$ cat src/sevenseg_pkg.sv
package sevenseg_pkg;

    // Four packed hex digits, digit 0 in the lowest nibble
    typedef logic [15:0] hex_word_t;

    // One hex digit
    typedef logic [3:0] nibble_t;

    // Segment pattern, bit 0 = a ... bit 6 = g, low-active
    typedef logic [6:0] seg_t;

    // Anode select, bit n = digit n, low-active
    typedef logic [3:0] anode_t;

    // Scan position
    typedef logic [1:0] digit_sel_t;

    // Host register bus
    typedef logic [1:0]  reg_addr_t;
    typedef logic [15:0] reg_data_t;

    // Register map
    localparam reg_addr_t addr_value   = 2'd0;  // Value to show
    localparam reg_addr_t addr_enable  = 2'd1;  // Per-digit enable mask
    localparam reg_addr_t addr_divider = 2'd2;  // Scan divider
    // Address 3 is unused: reads as zero, writes are dropped

    // All segments off
    localparam seg_t seg_blank = 7'b1111111;

    // No digit selected
    localparam anode_t anode_off = 4'b1111;

endpackage

$ cat src/display_regs.sv
`timescale 1ns/1ps

module display_regs #(
    parameter int DIV_WIDTH = 16,
    parameter int RESET_DIV = 1000
) (
    input  logic                  clk,
    input  logic                  rst,
    input  logic                  wr_en,
    input  logic                  rd_en,
    input  sevenseg_pkg::reg_addr_t addr,
    input  sevenseg_pkg::reg_data_t wdata,
    output sevenseg_pkg::reg_data_t rdata,
    output logic                  rd_valid,
    output sevenseg_pkg::hex_word_t value,
    output logic [3:0]            digit_en,
    output logic [DIV_WIDTH-1:0]  divider
);

    import sevenseg_pkg::*;

    hex_word_t            value_q;
    logic [3:0]           enable_q;
    logic [DIV_WIDTH-1:0] divider_q;

    reg_data_t            read_mux;
    reg_data_t            rdata_q;
    logic                 rd_valid_q;

    // Configuration registers
    always_ff @(posedge clk) begin
        if (rst) begin
            value_q   <= '0;
            enable_q  <= 4'b1111;  // All digits on after reset
            divider_q <= DIV_WIDTH'(RESET_DIV);
        end else if (wr_en) begin
            case (addr)
                addr_value: begin
                    value_q <= wdata;
                end
                addr_enable: begin
                    enable_q <= wdata[3:0];
                end
                addr_divider: begin
                    divider_q <= DIV_WIDTH'(wdata);  // Keep low DIV_WIDTH bits
                end
                default: begin
                    // Unmapped address, write dropped
                end
            endcase
        end
    end

    // Read decode, upper bits of narrow registers come back as zero
    always_comb begin
        case (addr)
            addr_value:   read_mux = value_q;
            addr_enable:  read_mux = reg_data_t'(enable_q);
            addr_divider: read_mux = reg_data_t'(divider_q);
            default:      read_mux = '0;
        endcase
    end

    // Read data lands one cycle after the strobe.
    // A write in the same cycle is not yet visible here, so the old value returns.
    always_ff @(posedge clk) begin
        if (rd_en) begin
            rdata_q <= read_mux;
        end
    end

    always_ff @(posedge clk) begin
        if (rst) begin
            rd_valid_q <= 1'b0;
        end else begin
            rd_valid_q <= rd_en;  // Single-cycle pulse per read
        end
    end

    assign rdata    = rdata_q;
    assign rd_valid = rd_valid_q;

    assign value    = value_q;
    assign digit_en = enable_q;
    assign divider  = divider_q;

endmodule

$ cat src/hex_display.sv
`timescale 1ns/1ps

module hex_display #(
    parameter int DIV_WIDTH = 16
) (
    input  logic                    clk,
    input  logic                    rst,
    input  sevenseg_pkg::hex_word_t value,
    input  logic [3:0]              digit_en,
    input  logic [DIV_WIDTH-1:0]    divider,
    output sevenseg_pkg::seg_t      seg,
    output sevenseg_pkg::anode_t    an
);

    import sevenseg_pkg::*;

    logic [DIV_WIDTH-1:0] presc;
    logic                 presc_wrap;
    digit_sel_t           pos;

    nibble_t              cur_nibble;
    logic                 cur_enabled;
    seg_t                 seg_next;
    anode_t               an_next;

    seg_t                 seg_q;
    anode_t               an_q;

    // Low-active hex font, bit 0 = a through bit 6 = g
    function automatic seg_t hex_font(input nibble_t hex);
        seg_t pattern;
        case (hex)
            4'h0: pattern = 7'b1000000;
            4'h1: pattern = 7'b1111001;
            4'h2: pattern = 7'b0100100;
            4'h3: pattern = 7'b0110000;
            4'h4: pattern = 7'b0011001;
            4'h5: pattern = 7'b0010010;
            4'h6: pattern = 7'b0000010;
            4'h7: pattern = 7'b1111000;
            4'h8: pattern = 7'b0000000;
            4'h9: pattern = 7'b0010000;
            4'hA: pattern = 7'b0001000;
            4'hB: pattern = 7'b0000011;
            4'hC: pattern = 7'b1000110;
            4'hD: pattern = 7'b0100001;
            4'hE: pattern = 7'b0000110;
            4'hF: pattern = 7'b0001110;
            default: pattern = seg_blank;
        endcase
        return pattern;
    endfunction

    // Compare with >= so a smaller divider written mid-dwell still wraps
    assign presc_wrap = (presc >= divider);

    // Prescaler, runs 0..divider then wraps
    always_ff @(posedge clk) begin
        if (rst) begin
            presc <= '0;
        end else if (presc_wrap) begin
            presc <= '0;
        end else begin
            presc <= presc + 1'b1;
        end
    end

    // Scan position, 0 -> 1 -> 2 -> 3 -> 0
    always_ff @(posedge clk) begin
        if (rst) begin
            pos <= '0;  // Digit 0 comes up first
        end else if (presc_wrap) begin
            pos <= pos + 1'b1;
        end
    end

    // Digit select and decode
    assign cur_nibble  = value[{pos, 2'b00} +: 4];
    assign cur_enabled = digit_en[pos];

    always_comb begin
        if (cur_enabled) begin
            seg_next = hex_font(cur_nibble);
        end else begin
            seg_next = seg_blank;  // Blanked digit
        end
    end

    // Anode stays driven for a blanked digit, keeps the scan period even
    assign an_next = ~(anode_t'(4'b0001) << pos);

    // Output registers, anode and segments move on the same edge
    always_ff @(posedge clk) begin
        if (rst) begin
            an_q  <= anode_off;
            seg_q <= seg_blank;
        end else begin
            an_q  <= an_next;
            seg_q <= seg_next;
        end
    end

    assign an  = an_q;
    assign seg = seg_q;

endmodule

$ cat src/display_top.sv
`timescale 1ns/1ps

module display_top #(
    parameter int DIV_WIDTH = 16,
    parameter int RESET_DIV = 1000
) (
    input  logic                    clk,
    input  logic                    rst,
    input  logic                    wr_en,
    input  logic                    rd_en,
    input  sevenseg_pkg::reg_addr_t addr,
    input  sevenseg_pkg::reg_data_t wdata,
    output sevenseg_pkg::reg_data_t rdata,
    output logic                    rd_valid,
    output sevenseg_pkg::seg_t      seg,
    output sevenseg_pkg::anode_t    an
);

    import sevenseg_pkg::*;

    // Configuration levels from the register block to the scanner
    hex_word_t            value_w;
    logic [3:0]           digit_en_w;
    logic [DIV_WIDTH-1:0] divider_w;

    display_regs #(
        .DIV_WIDTH (DIV_WIDTH),
        .RESET_DIV (RESET_DIV)
    ) u_regs (
        .clk      (clk),
        .rst      (rst),
        .wr_en    (wr_en),
        .rd_en    (rd_en),
        .addr     (addr),
        .wdata    (wdata),
        .rdata    (rdata),
        .rd_valid (rd_valid),
        .value    (value_w),
        .digit_en (digit_en_w),
        .divider  (divider_w)
    );

    // Free-running scanner
    hex_display #(
        .DIV_WIDTH (DIV_WIDTH)
    ) u_display (
        .clk      (clk),
        .rst      (rst),
        .value    (value_w),
        .digit_en (digit_en_w),
        .divider  (divider_w),
        .seg      (seg),
        .an       (an)
    );

endmodule

$ cat config.mk
export PLATFORM = sky130hd
export DESIGN_NAME = display_top
export DESIGN_NICKNAME = d
export VERILOG_FILES = /design/src/sevenseg_pkg.sv /design/src/display_regs.sv /design/src/hex_display.sv /design/src/display_top.sv
export SDC_FILE = /design/constraint.sdc
export NUM_CORES = 1
export LEC_CHECK = 0
export BUFFER_PORTS_ARGS = -buffer_cell sky130_fd_sc_hd__buf_2
export CORE_ASPECT_RATIO = 1.2
export CORE_MARGIN = 5
export CORE_UTILIZATION = 57
export DETAILED_ROUTE_END_ITERATION = 10
export PLACE_DENSITY = 0.79
export SLEW_MARGIN = 0
export SYNTH_ARGS = -nofsm -noshare
export SYNTH_HDL_FRONTEND = slang
export SYNTH_SLANG_ARGS = --single-unit
$ cat constraint.sdc
create_clock -name clk -period 2.5 [get_ports clk]
set_clock_uncertainty 0.05 [all_clocks]
set_input_delay 0.625 -clock clk [delete_from_list [all_inputs] [get_ports clk]]
set_output_delay 0.625 -clock clk [all_outputs]
set_load 0.05 [all_outputs]
**Word-level counts from Yosys, hierarchy flattened**

Memory sizes are Yosys's and may differ from the RTL's. A register that Yosys moved wholly into a read port is not among the register bits.
Index checks and enable logic that the tools add are counted.

- Add/sub/neg operators: 2
- Multiply operators: 0
- Div/mod/pow operators: 0
- Magnitude comparators: 2
- Equal/unequal tests: 2
- Shift-type cells: 2
- Muxes and demuxes: 3
- Bitwise gates (word level): 2
- Reduce and logical (&&, ||, !) cells: 6

Operators by type and width:

| operator | count |
|---|---|
| one-hot mux 16 bit (3 select lines) | 1 |
| adder 16 x 1 -> 16 bit (second input constant) | 1 |
| >= comparator 16 bit | 1 |
| variable part select 16 x 5 -> 4 bit | 1 |
| AND reduction 2 bit | 3 |
| inverter 4 bit | 1 |
| OR reduction 2 bit | 2 |
| left shift 1 x 2 -> 4 bit (first input constant) | 1 |
| less-than comparator 2 x 3 -> 1 bit (second input constant) | 1 |
| adder 2 x 1 -> 2 bit (second input constant) | 1 |
| binary-select mux 1 bit (select 2 bit) | 1 |
| equality test 2 x 1 -> 1 bit (second input constant) | 1 |
| equality test 2 bit (second input constant) | 1 |
| logical NOT 2 bit | 1 |
| two-way mux 1 bit | 1 |
| inverter 1 bit | 1 |

- Register bits after elaboration: 75
- Bits in latches: 0
- Memory bits (writable): 0
- Memory bits (read-only): 112
- Input bits: 22
- Output and inout bits: 28
- Word-level logic and storage cells: 28
- Memories kept: 1

Memories:

| name | words | bits a word | rd ports | clocked after memory_dff | wr ports | line | RTL |
|---|---|---|---|---|---|---|---|
| (no name shown) | 16 | 7 | 1 | 1 | 0 | hex_display.sv:32 | `case (hex)` |

**Longest topological paths before layout**

Gate-level depths: netlist (run 1).

- Depth in word-level cells: 4
- Depth in mapped cells: 9
- Depth with buffers taken out: 7

**By module**

From an unflattened synthesis (run 1), not the netlist that was laid out.

- Cell total of the unflattened synthesis: 404
- Area, all modules: 4,192.8 um^2

Modules (own cells, without submodules):

| module | times used | cells each | area each (um^2) | seq. area each (um^2) |
|---|---|---|---|---|
| display_regs | 1 | 204 | 2,302.2 | 1,221.2 |
| hex_display | 1 | 200 | 1,890.6 | 580.6 |

**Worst setup path before layout (run 1)**

No wires, ideal clock.

- Path type: register -> register
- Start point: reg u_regs.divider_q[13], in the netlist u_regs.divider[13]
- End point: reg u_display.presc[10]
- Library setup time: 0.064 ns
- Arrival: 2.039 ns
- Data required time: 2.386 ns
- Path slack: 0.347 ns
- Stages on the path, launching flop included: 10
- Buffers on the path: 2
- Clock period less this slack: 2.153 ns
- Path through: dfxtp_1 -> inv_1 -> ha_1 -> a21o_1 -> a21o_1 -> a22o_1 -> or4_1 -> buf_2 -> buf_6 -> nor2_1

- Cells in the longest elaborated chain, start to end: 2

Ends and longest elaborated chain:

| item | line | RTL |
|---|---|---|
| from (decl) | display_regs.sv:24 | `logic [DIV_WIDTH-1:0] divider_q;` |
| from (signal assigned) | display_regs.sv:35 | `divider_q <= DIV_WIDTH'(RESET_DIV);` |
| from (signal assigned) | display_regs.sv:45 | `divider_q <= DIV_WIDTH'(wdata);` |
| >= comparator 16 bit | hex_display.sv:55 | `assign presc_wrap = (presc >= divider);` |
| OR reduction 2 bit (no source line) | n/a |  |
| to (signal assigned) | hex_display.sv:64 | `presc <= presc + 1'b1;` |
| to (decl) | hex_display.sv:17 | `logic [DIV_WIDTH-1:0] presc;` |

No other way between the ends.
A chain may end at the register's enable or synchronous reset.

**Final worst setup path (run 1)**

- Start point: reg u_regs.divider_q[14], in the netlist u_regs.divider[14]
- End point: reg u_display.presc[5]

Same word-level chain as after synthesis.

==> results of run 1 <==
synth_stat cells (2+ instances only):
cell type  instances
a21o_1             2
dfxtp_1           66
o21ai_0            7
buf_2              5
mux4_2             5
xnor2_1            4
nand2b_1           9
a21oi_1           32
o211ai_1           3
and3_1             4
nor2b_1            5
ha_1              27
nand2_1           66
clkbuf_1          12
mux2i_1           19
edfxtp_1          16
o221ai_1           3
nor2_1            45
a211o_1           10
nand3_1            7
nand4_1            6
inv_1             28
xor2_1            10
worst paths after layout:
check	depth (start not counted)	end	from
min reg2reg	1	u_display.presc[0]	u_display.presc[0]
max	8	u_display.presc[5]	u_regs.divider[14]
max reg2reg	8	u_display.presc[5]	u_regs.divider[14]
min	1	u_display.presc[0]	u_display.presc[0]
metrics by stage:
stage | cells | util | worst slack (ns) | hold slack (ns) | power [mW]
after floorplan | 409 | - | 0.347 | 0.376 | 1.69
final | 547 | 0.670 | 0.237 | 0.412 | 2.67
after global routing | 547 | 0.670 | 0.0719 | 0.434 | 2.77
after CTS | 547 | 0.670 | 0.208 | 0.418 | 2.67
after detailed placement | 531 | 0.641 | 0.217 | 0.399 | 1.78
after global placement | 531 | 0.641 | 0.249 | 0.385 | 1.77
worst max-delay path, stage by stage, from the launching register on:
cell	delay [ns]
dfxtp_1	0.39
inv_1	0.07
ha_1	0.30
nand4_1	0.15
nor2_1	0.07
a311o_1	0.37
or4_1	0.48
buf_4	0.21
nor2_1	0.11
cell families after synthesis:
group	share of synthesized area
AO/OA/AOI/OAI	0.104
XOR/XNOR	0.0320
adder cells (fa/ha/maj)	0.0882
buffers and inverters	0.0496
flip-flops	0.470
multiplexers	0.0820
AND/OR/NAND/NOR	0.174
final cells by class:
class | instances | area share
clock inverter | 5 | 0.00864
timing repair buffer | 56 | 0.0685
inverter | 28 | 0.0242
sequential | 82 | 0.415
multi-input combinational | 280 | 0.424
clock buffer | 11 | 0.0351
tap | 85 | 0.0245
where the power goes:
part,internal (mW),switching (mW)
registers,1.40,0.0283
logic,0.0994,0.223
clock network,0.423,0.492
metal layers:
metal	vias up	GRT usage
met5	-	0
met4	0	0.0633
met3	10	0.0567
met2	77	0.325
met1	1340	0.251
li1	1485	-
registers in the layout (all words and copies together), names as in the netlist:
| name | count |
|---|---|
| u_regs.divider | 16 |
| u_display.an | 4 |
| u_regs.digit_en | 4 |
| u_regs.rdata | 16 |
| u_regs.rd_valid | 1 |
| u_display.presc | 16 |
| u_regs.value | 16 |
| u_display.pos | 2 |
| u_display.seg | 7 |
==> results by group, run 1 <==
Worst setup path
  • Required time at the worst-slack endpoint: between 2 and 3 ns
  • Critical path data arrival time: 2.51 ns
  • Critical Path Source Type: flop
  • Kind of critical path: reg2reg
  • Sort of element at the end of the critical path: flop
  • Maximum fanout encountered on the critical timing path: 16
  • R2R setup slack: 0.24 ns

STA
  • Worst Max-Slew Pin Slew: approximately 0.5 ns
  • RSZ-0062 raised after global routing: false
  • Sum Neg Setup Slack: 0 ns
  • Number of failing setup endpoints in the final timing report: 0
  • Final cycle utilization of the critical path: 0.905
  • Upper clock frequency limit: between 0.4 and 0.5 GHz
  • Final Hold Viols: 0
  • Final count of pins violating max slew: 0
  • Relative slew slack: 0.675
  • Final critical delay including setup and external delays: between 2 and 2.5 ns

Logic synthesis
  • Post-synthesis sequential area ratio: 0.470
  • Top FF cell, synth: dfxtp_1
  • Leading post-synthesis cells by cell area: dfxtp_1 (34%), edfxtp_1 (13%), ha_1 (8.8%)
  • EDFF count, synth: 16
  • Async set-or-reset flop fraction in the synthesized netlist: 0
  • Post-synth cell types: between 40 and 50
  • Per-instance average area after synthesis: 9.37 sq um
  • Number of instances in the synthesized netlist: slightly above 400
  • Total number of yosys warnings: 0
  • Flop and latch count out of synthesis: 82
  • Netlist Area Pre-Place: around 0.0038 sq mm
  • Area share of the largest cell type after synthesis: 0.345
  • Net count of the mapped netlist: 458
  • Cell type with the largest total area after synthesis: dfxtp_1

Clock network
  • CTS max path bufs: 2
  • Buffer cell driving the clock tree root: clkbuf_8
  • Post-CTS resize count: 0
  • Number of buffers inserted by post-CTS setup repair: 0
  • Clock network latency to the later pin of the worst-skew pair: 0.36 ns
  • Clk slew on worst S/H paths: roughly 0.08 ns
  • Total CTS buffers: 9
  • TritonCTS Sinks: 82
  • CTS hold repair buffers: 0
  • H-tree level count: 3
  • Clock tree from TritonCTS: done

Finish
  • Antenna fix cells: 0
  • Commonest cells after routing, fill and taps aside: nand2_1 (66), dfxtp_1 (66), buf_2 (49)
  • Net total in the final layout: 506
  • Final design instance area without fill: roughly 0.0043 sq mm
  • Reg area: between 0.0015 and 0.002 sq mm
  • Signed area change from the synthesized netlist to the final layout: 13.4%
  • Area of the multi-input gates: approximately 0.0018 sq mm
  • Count of fill cells added during filler insertion: roughly 570
  • Fraction of final layout cells sized beyond drive strength 1: 0.175

Route
  • Detailed-routing wirelength on met1: between 3000 and 4000 um
  • Residual antenna-violating net count after detailed routing: 0
  • Top sig layer: met4
  • Length of routed met3 wiring: about 460 um
  • Routed via count: a little under 3000
  • Wire length on met2: 3950 um
  • Routed WL per cell: 14.5 um
  • Post-route DRC violation count: 0
  • Starting DRT DRC Count: 200
  • Routed wire length: 7960 um
  • Vias per cell: around 5.3
  • Number of search-and-repair iterations in the first detailed-routing pass: 4

Global route
  • Vias in the first global route: roughly 2700
  • First-pass GRT wire length: 13300 um
  • Pin count of the biggest net entering global routing: 24
  • Overall global routing resource usage: 0.197
  • Overflow left after global routing: 0
  • Antenna violations before repair: 0

Floorplan
  • Initial core utilization: 0.591
  • Number of top-level pins: 50
  • Die Area: ~0.0085 sq mm
  • Die span in x: around 85 um
  • Vertical die dimension: about 100 um
  • Row Count: 32
  • Core area: 0.00649 sq mm

Place
  • Quantity of I/O buffers inserted on ports: a little under 50
  • Half-perimeter wire length after detailed placement: 6070 um
  • Dpl cell area: just over 0.004 sq mm
  • Placer Congestion: between 0.8 and 0.9

Run
  • Number of maximum-capacitance constraint violations: 0

Worst hold path
  • Path class of the lowest-slack min-delay path: reg2reg

Outcome
  • Status: finished clean

Power
  • Reported leakage power: 1.83 nW
  • Power density over cell area: 614 mW/mm^2
  • Maximum vdd drop: between 300 and 400 uV
Note: power is estimated with default switching activity, not from simulation.
==> run 2: changes to the inputs <==
--- a/config.mk
+++ b/config.mk
@@ -8,9 +8,9 @@
 export BUFFER_PORTS_ARGS = -buffer_cell sky130_fd_sc_hd__buf_2
 export CORE_ASPECT_RATIO = 1.2
 export CORE_MARGIN = 5
-export CORE_UTILIZATION = 57
+export CORE_UTILIZATION = 61
 export DETAILED_ROUTE_END_ITERATION = 10
-export PLACE_DENSITY = 0.79
+export PLACE_DENSITY = 0.84
 export SLEW_MARGIN = 0
 export SYNTH_ARGS = -nofsm -noshare
 export SYNTH_HDL_FRONTEND = slang
==> constraint.sdc (replaced) <==
create_clock -name clk -period 2.8 [get_ports clk]
set_clock_uncertainty 0.05 [all_clocks]
set_input_delay 0.7 -clock clk [delete_from_list [all_inputs] [get_ports clk]]
set_output_delay 0.7 -clock clk [all_outputs]
set_load 0.05 [all_outputs]
==> results by group, run 2 (synthesis results as in run 1) <==
STA
  • Final cycle utilization of the critical path: 0.856 (-0.0497)
  • Sum Neg Setup Slack: 0 ns (unchanged)
  • Relative slew slack: 0.650 (-0.0247)
  • Upper clock frequency limit: 0.417 GHz (-5.5%)
  • Worst hold margin: 0.424 ns (+0.0120 ns)
  • RSZ-0062 raised after global routing: false
  • Worst Max-Slew Pin Slew: 0.524 ns (+0.0377 ns)
  • Final critical delay including setup and external delays: 2.40 ns (+0.132 ns)
  • Worst path setup slack after routing: 0.404 ns (+0.168 ns)
  • Number of failing setup endpoints in the final timing report: 0 (unchanged)
  • Final Hold Viols: 0 (unchanged)
  • Final count of pins violating max slew: 0 (unchanged)

Place
  • Post-Place Setup Slack: 0.419 ns (+0.203 ns)
  • Quantity of I/O buffers inserted on ports: 49 (unchanged)
  • Total placed cells including tap cells: 526 (-0.94%)
  • Placer Congestion: 0.829 (+2.4%)
  • Half-perimeter wire length after detailed placement: 6050 um (-0.20%)
  • Dpl cell area: 0.00414 sq mm (-0.45%)

Route
  • Routed WL per cell: 15.0 um (+3.1%)
  • Wire length on met2: 3990 um (+1.1%)
  • Residual antenna-violating net count after detailed routing: 0 (unchanged)
  • Vias per cell: 5.54 (+4.0%)
  • Starting DRT DRC Count: 198 (-1.0%)
  • Top sig layer: met4
  • Routed wire length: 8130 um (+2.2%)
  • Routed via count: 3001 (+3.1%)
  • Length of routed met3 wiring: 513 um (+11%)
  • Detailed-routing wirelength on met1: 3380 um (-1.1%)
  • Post-route DRC violation count: 0 (unchanged)
  • Number of search-and-repair iterations in the first detailed-routing pass: 4 (unchanged)

Worst setup path
  • Highest cell delay on the worst timing path: 0.78 ns (+0.30 ns)
  • Critical Path Source Type: flop
  • Cell chain of the critical path: inv_1, ha_1, a21o_1, a21o_1, a22o_1, or4_1, nor2_1
  • R2R setup slack: 0.40 ns (+0.17 ns)
  • Sort of element at the end of the critical path: flop
  • Critical path data arrival time: 2.64 ns (+0.13 ns)
  • Maximum fanout encountered on the critical timing path: 16 (unchanged)
  • Launch point of the worst path: u_regs.divider[13]
  • Kind of critical path: reg2reg
  • Required time at the worst-slack endpoint: 3.04 ns (+0.30 ns)
  • Cell family with the largest share of critical-path delay: simple AND/OR/NAND/NOR gates
  • Origin of the critical flop-to-flop path: u_regs.divider[13]
  • Number of buffer and inverter stages on the critical path: 1 (-1)
  • Critical Path Most Common Cell: a21o_1
  • CP max stage cell: or4_1

Clock network
  • TritonCTS Sinks: 82 (unchanged)
  • Clock network latency to the later pin of the worst-skew pair: 0.36 ns (about the same)
  • H-tree level count: 3 (unchanged)
  • Clk slew on worst S/H paths: 0.08 ns (about the same)
  • Number of buffers inserted by post-CTS setup repair: 0 (unchanged)
  • Total CTS buffers: 9 (unchanged)
  • CTS max path bufs: 2 (unchanged)
  • Buffer cell driving the clock tree root: clkbuf_8
  • Clock tree from TritonCTS: done
  • Post-CTS resize count: 0 (unchanged)
  • CTS hold repair buffers: 0 (unchanged)

Finish
  • Antenna fix cells: 0 (unchanged)
  • Commonest cells after routing, fill and taps aside: nand2_1 (66), dfxtp_1 (66), buf_2 (49)
  • Signed area change from the synthesized netlist to the final layout: 13.5% (about the same)
  • Core occupancy in the finished layout: 0.714 (+0.0440)
  • Fraction of final layout cells sized beyond drive strength 1: 0.170 (-0.00576)
  • Final cell count without fillers: 542 (-0.91%)
  • Net total in the final layout: 504 (-0.40%)
  • Count of fill cells added during filler insertion: 485 (-14%)
  • Final design instance area without fill: 0.00435 sq mm (about the same)

Global route
  • Overflow left after global routing: 0 (unchanged)
  • First-pass GRT wire length: 13300 um (unchanged)
  • Pin count of the biggest net entering global routing: 46 (+92%)
  • Vias in the first global route: 2923 (+6.6%)
  • Overall global routing resource usage: 0.215 (+0.0180)
  • Antenna violations before repair: 0 (unchanged)

Floorplan
  • Die Area: 0.00797 sq mm (-5.9%)
  • Number of top-level pins: 50 (unchanged)
  • Initial core utilization: 0.629 (+0.0385)
  • Row Count: 31 (-3.1%)
  • Vertical die dimension: 96.8 um (-3.0%)
  • Die span in x: 82.3 um (-2.9%)
  • Core area: 0.00609 sq mm (-6.1%)

Power
  • Int Pwr: 1.84 mW (-4.4%)
  • Power share of the clock group: 0.371 (+0.028)
  • Power share of the combinational group: 0.115 (-0.006)
  • Maximum vdd drop: 383 uV (+21%)
  • Design Power: 2.49 mW (-6.8%)
  • Part of the total power dissipated in sequential elements: 0.513 (-0.023)
  • Switching power as a share of total power: 0.260 (-0.0183)
  • Reported leakage power: 1.83 nW (about the same)
  • Power density over cell area: 572 mW/mm^2 (-6.8%)
  • Net switching power of the design: 647 uW (-13%)

Worst hold path
  • Path class of the lowest-slack min-delay path: reg2reg
  • Origin of the worst min-delay path: u_regs.value[14]

Outcome
  • Status: finished clean

Run
  • Number of maximum-capacitance constraint violations: 0 (unchanged)
## run 2: layer usage
layer	track usage	vias to the layer above
met3	0.0400	21
met1	0.264	1392
met5	0	-
met2	0.349	106
met4	0.113	0
li1	-	1482
## run 2: power by group through the flow
stage                     registers (mW)  clock network (mW)  logic [mW]
after CTS                           1.28               0.927       0.287
final                               1.28               0.923       0.287
after global routing                1.28               0.977       0.313
after global placement              1.30                   0       0.280
after detailed placement            1.30                   0       0.286
after floorplan                     1.38                   0       0.123
## run 2: worst paths after layout
path	depth (start not counted)	end
setup reg to reg	7	u_display.presc[3]
hold / removal	2	u_regs.value[14]
setup / recovery	7	u_display.presc[3]
hold reg to reg	2	u_regs.value[14]
## run 2: worst reg2reg max path: stages (launching register included)
cell,delay (ns)
dfxtp_1,0.37
inv_1,0.06
ha_1,0.30
a21o_1,0.16
a21o_1,0.17
a22o_1,0.23
or4_1,0.78
nor2_1,0.20
## run 2: area by class of cell
class / instances / area, sq um / area share
clock inverter: 5 / 80.1 / 0.0184
clock buffer: 11 / 131 / 0.0302
tap: 82 / 103 / 0.0236
inverter: 28 / 105 / 0.0242
multi-input combinational: 280 / 1840 / 0.424
timing repair buffer: 54 / 283 / 0.0650
sequential: 82 / 1800 / 0.414
==> run 3: changes to the inputs <==
--- a/config.mk
+++ b/config.mk
@@ -8,9 +8,9 @@
 export BUFFER_PORTS_ARGS = -buffer_cell sky130_fd_sc_hd__buf_2
 export CORE_ASPECT_RATIO = 1.2
 export CORE_MARGIN = 5
-export CORE_UTILIZATION = 61
+export CORE_UTILIZATION = 52
 export DETAILED_ROUTE_END_ITERATION = 10
-export PLACE_DENSITY = 0.84
+export PLACE_DENSITY = 0.76
 export SLEW_MARGIN = 0
 export SYNTH_ARGS = -nofsm -noshare
 export SYNTH_HDL_FRONTEND = slang
==> constraint.sdc (replaced) <==
create_clock -name clk -period 1.9 [get_ports clk]
set_clock_uncertainty 0.05 [all_clocks]
set_input_delay 0.475 -clock clk [delete_from_list [all_inputs] [get_ports clk]]
set_output_delay 0.475 -clock clk [all_outputs]
set_load 0.05 [all_outputs]
==> results by group, run 3 (synthesis results as in run 1) <==
Global route
  • Pin count of the biggest net entering global routing: 25 (-46%)
  • Overall global routing resource usage: 0.209 (-0.00600)
  • Antenna violations before repair: 0 (unchanged)
  • Vias in the first global route: 3167 (+8.3%)
  • First-pass GRT wire length: 15000 um (+13%)
  • Overflow left after global routing: 0 (unchanged)

Finish
  • Final cell count without fillers: 605 (+12%)
  • Core occupancy in the finished layout: 0.694 (-0.0197)
  • Area of the multi-input gates: 0.00209 sq mm (+13%)
  • Count of fill cells added during filler insertion: 555 (+14%)
  • Commonest cells after routing, fill and taps aside: nand2_1 (66), buf_4 (58), dfxtp_1 (51)
  • Most common cell after layout, fill and taps aside: nand2_1
  • Fraction of final layout cells sized beyond drive strength 1: 0.361 (+0.192)
  • Reg area: 0.00182 sq mm (+1.2%)
  • Antenna fix cells: 0 (unchanged)
  • Net total in the final layout: 559 (+11%)
  • Signed area change from the synthesized netlist to the final layout: 31.1%

Floorplan
  • Die span in x: 88.4 um (+7.3%)
  • Initial core utilization: 0.530 (-0.0994)
  • Die Area: 0.00919 sq mm (+15%)
  • Number of top-level pins: 50 (unchanged)
  • Row Count: 34 (+9.7%)
  • Vertical die dimension: 104 um (+7.4%)
  • Core area: 0.00723 sq mm (+19%)

STA
  • Relative slew slack: 0.660 (+0.00923)
  • Number of failing setup endpoints in the final timing report: 18 (+18)
  • Worst path setup slack after routing: -0.189 ns (-0.593 ns)
  • Sum Neg Setup Slack: -2.89 ns (-2.89 ns)
  • Final critical delay including setup and external delays: 2.09 ns (-0.307 ns)
  • Final cycle utilization of the critical path: 1.10 (+0.244)
  • Worst Max-Slew Pin Slew: 0.510 ns (-0.0149 ns)
  • Final count of pins violating max slew: 0 (unchanged)
  • Final Hold Viols: 0 (unchanged)
  • RSZ-0062 raised after global routing: true
  • Upper clock frequency limit: 0.479 GHz (+15%)

Power
  • Power share of the clock group: 0.327 (-0.044)
  • Switching power as a share of total power: 0.293 (+0.0327)
  • Part of the total power dissipated in sequential elements: 0.526 (+0.013)
  • Design Power: 3.57 mW (+43%)
  • Net switching power of the design: 1.05 mW (+62%)
  • Power density over cell area: 711 mW/mm^2 (+24%)
  • Reported leakage power: 2.11 nW (+15%)
  • Power share of the combinational group: 0.147 (+0.032)
  • Int Pwr: 2.52 mW (+37%)
  • Maximum vdd drop: 504 uV (+32%)

Worst setup path
  • R2R setup slack: -0.19 ns (-0.59 ns)
  • Highest cell delay on the worst timing path: 0.58 ns (-0.20 ns)
  • Critical Path Source Type: flop
  • Cell chain of the critical path: ha_4, a21o_1, a21o_1, a22o_1, or4_4, buf_12, nor2_4
  • Number of buffer and inverter stages on the critical path: 1 (unchanged)
  • Crit path depth: 7 (unchanged)
  • Critical Path Most Common Cell: a21o_1
  • Required time at the worst-slack endpoint: 2.15 ns (-0.89 ns)
  • Critical path data arrival time: 2.34 ns (-0.30 ns)
  • Kind of critical path: reg2reg
  • Sort of element at the end of the critical path: flop
  • R2R Path End: u_display.presc[5]
  • Origin of the critical flop-to-flop path: u_display.presc[13]
  • Worst-case reg-to-reg path depth: 7 (unchanged)
  • Cell family with the largest share of critical-path delay: simple AND/OR/NAND/NOR gates
  • Launch point of the worst path: u_display.presc[13]
  • Worst setup path endpoint: u_display.presc[5]
  • Maximum fanout encountered on the critical timing path: 8 (-8)
  • CP max stage cell: or4_4

Route
  • Number of search-and-repair iterations in the first detailed-routing pass: 4 (unchanged)
  • Vias per cell: 5.30 (-4.4%)
  • Post-route DRC violation count: 0 (unchanged)
  • Routed WL per cell: 15.5 um (+3.3%)
  • Starting DRT DRC Count: 166 (-16%)
  • Residual antenna-violating net count after detailed routing: 0 (unchanged)
  • Routed wire length: 9380 um (+15%)
  • Routed via count: 3204 (+6.8%)

Clock network
  • Total CTS buffers: 9 (unchanged)
  • H-tree level count: 3 (unchanged)
  • Clock network latency to the later pin of the worst-skew pair: 0.36 ns (about the same)
  • Clock tree from TritonCTS: done
  • Clk slew on worst S/H paths: 0.09 ns (about the same)
  • Buffer cell driving the clock tree root: clkbuf_8
  • CTS max path bufs: 2 (unchanged)
  • CTS hold repair buffers: 0 (unchanged)
  • TritonCTS Sinks: 82 (unchanged)

Worst hold path
  • Path class of the lowest-slack min-delay path: in2reg

Outcome
  • Status: finished with violations
  • Violated checks: setup timing

Place
  • Half-perimeter wire length after detailed placement: 6810 um (+13%)
  • Quantity of I/O buffers inserted on ports: 49 (unchanged)
  • Post-Place Setup Slack: -0.314 ns (-0.733 ns)
  • Total placed cells including tap cells: 583 (+11%)
  • Placer Congestion: 0.881 (+6.3%)

Run
  • Number of maximum-capacitance constraint violations: 0 (unchanged)
run 3: metrics by stage:
step                hold WS (ns)  area (sq um)
floorplan                  0.351          3850
global placement           0.406          4520
detailed placement         0.409          4520
CTS                        0.266          4880
global route               0.271          5020
finish                     0.280          5020
run 3: repair_timing:
| item | 4_1_cts | 5_1_grt |
|---|---|---|
| gates resized for setup | 31 | 31 |
| cloned | 1 | 0 |
| pin swaps | 15 | 9 |
| setup endpoints to repair | 24 | 24 |
| setup buffers | 2 | 4 |
run 3: power groups by stage:
stage | sequential, mW | combinational (mW) | clock (mW)
floorplan | 2.04 | 0.188 | 0
global placement | 1.91 | 0.464 | 0
detailed placement | 1.92 | 0.476 | 0
CTS | 1.88 | 0.503 | 1.18
global route | 1.89 | 0.566 | 1.27
finish | 1.88 | 0.523 | 1.17
run 3: cell type report:
type | count | share of cell area
Timing Repair Buffer | 109 | 0.142
Clock buffer | 10 | 0.0254
Tap cell | 90 | 0.0224
Clock inverter | 6 | 0.00972
Multi-Input combinational cell | 280 | 0.417
Sequential cell | 82 | 0.363
Inverter | 28 | 0.0209
run 3: worst min path at each step:
stage | start | endpoint | slack (ns) | depth (start not counted)
after floorplan | u_display.presc[0] | u_display.presc[0] | 0.35 | 1
after global placement | u_regs.value[13] | u_regs.value[13] | 0.41 | 2
after detailed placement | u_regs.value[13] | u_regs.value[13] | 0.41 | 2
after CTS | wdata[6] | u_regs.divider[6] | 0.27 | 2
after global routing | wdata[6] | u_regs.divider[6] | 0.27 | 2
final | wdata[6] | u_regs.divider[6] | 0.28 | 2
run 3: layer usage:
| layer | wire length (um) | global-route usage | vias to the layer above |
|---|---|---|---|
| met4 | 153 | 0.0637 | 0 |
| li1 | - | - | 1594 |
| met5 | 0 | 0 | - |
| met3 | 383 | 0.0507 | 16 |
| met1 | 3800 | 0.237 | 1522 |
| met2 | 5040 | 0.377 | 72 |
run 3: worst register-to-register path: cells and delay by family (launching register included):
family / cells / cell delay, ns
compound gates: 3 / 0.55
simple gates: 2 / 0.67
buf+inv: 1 / 0.17
flops: 1 / 0.35
fa+ha+maj: 1 / 0.23
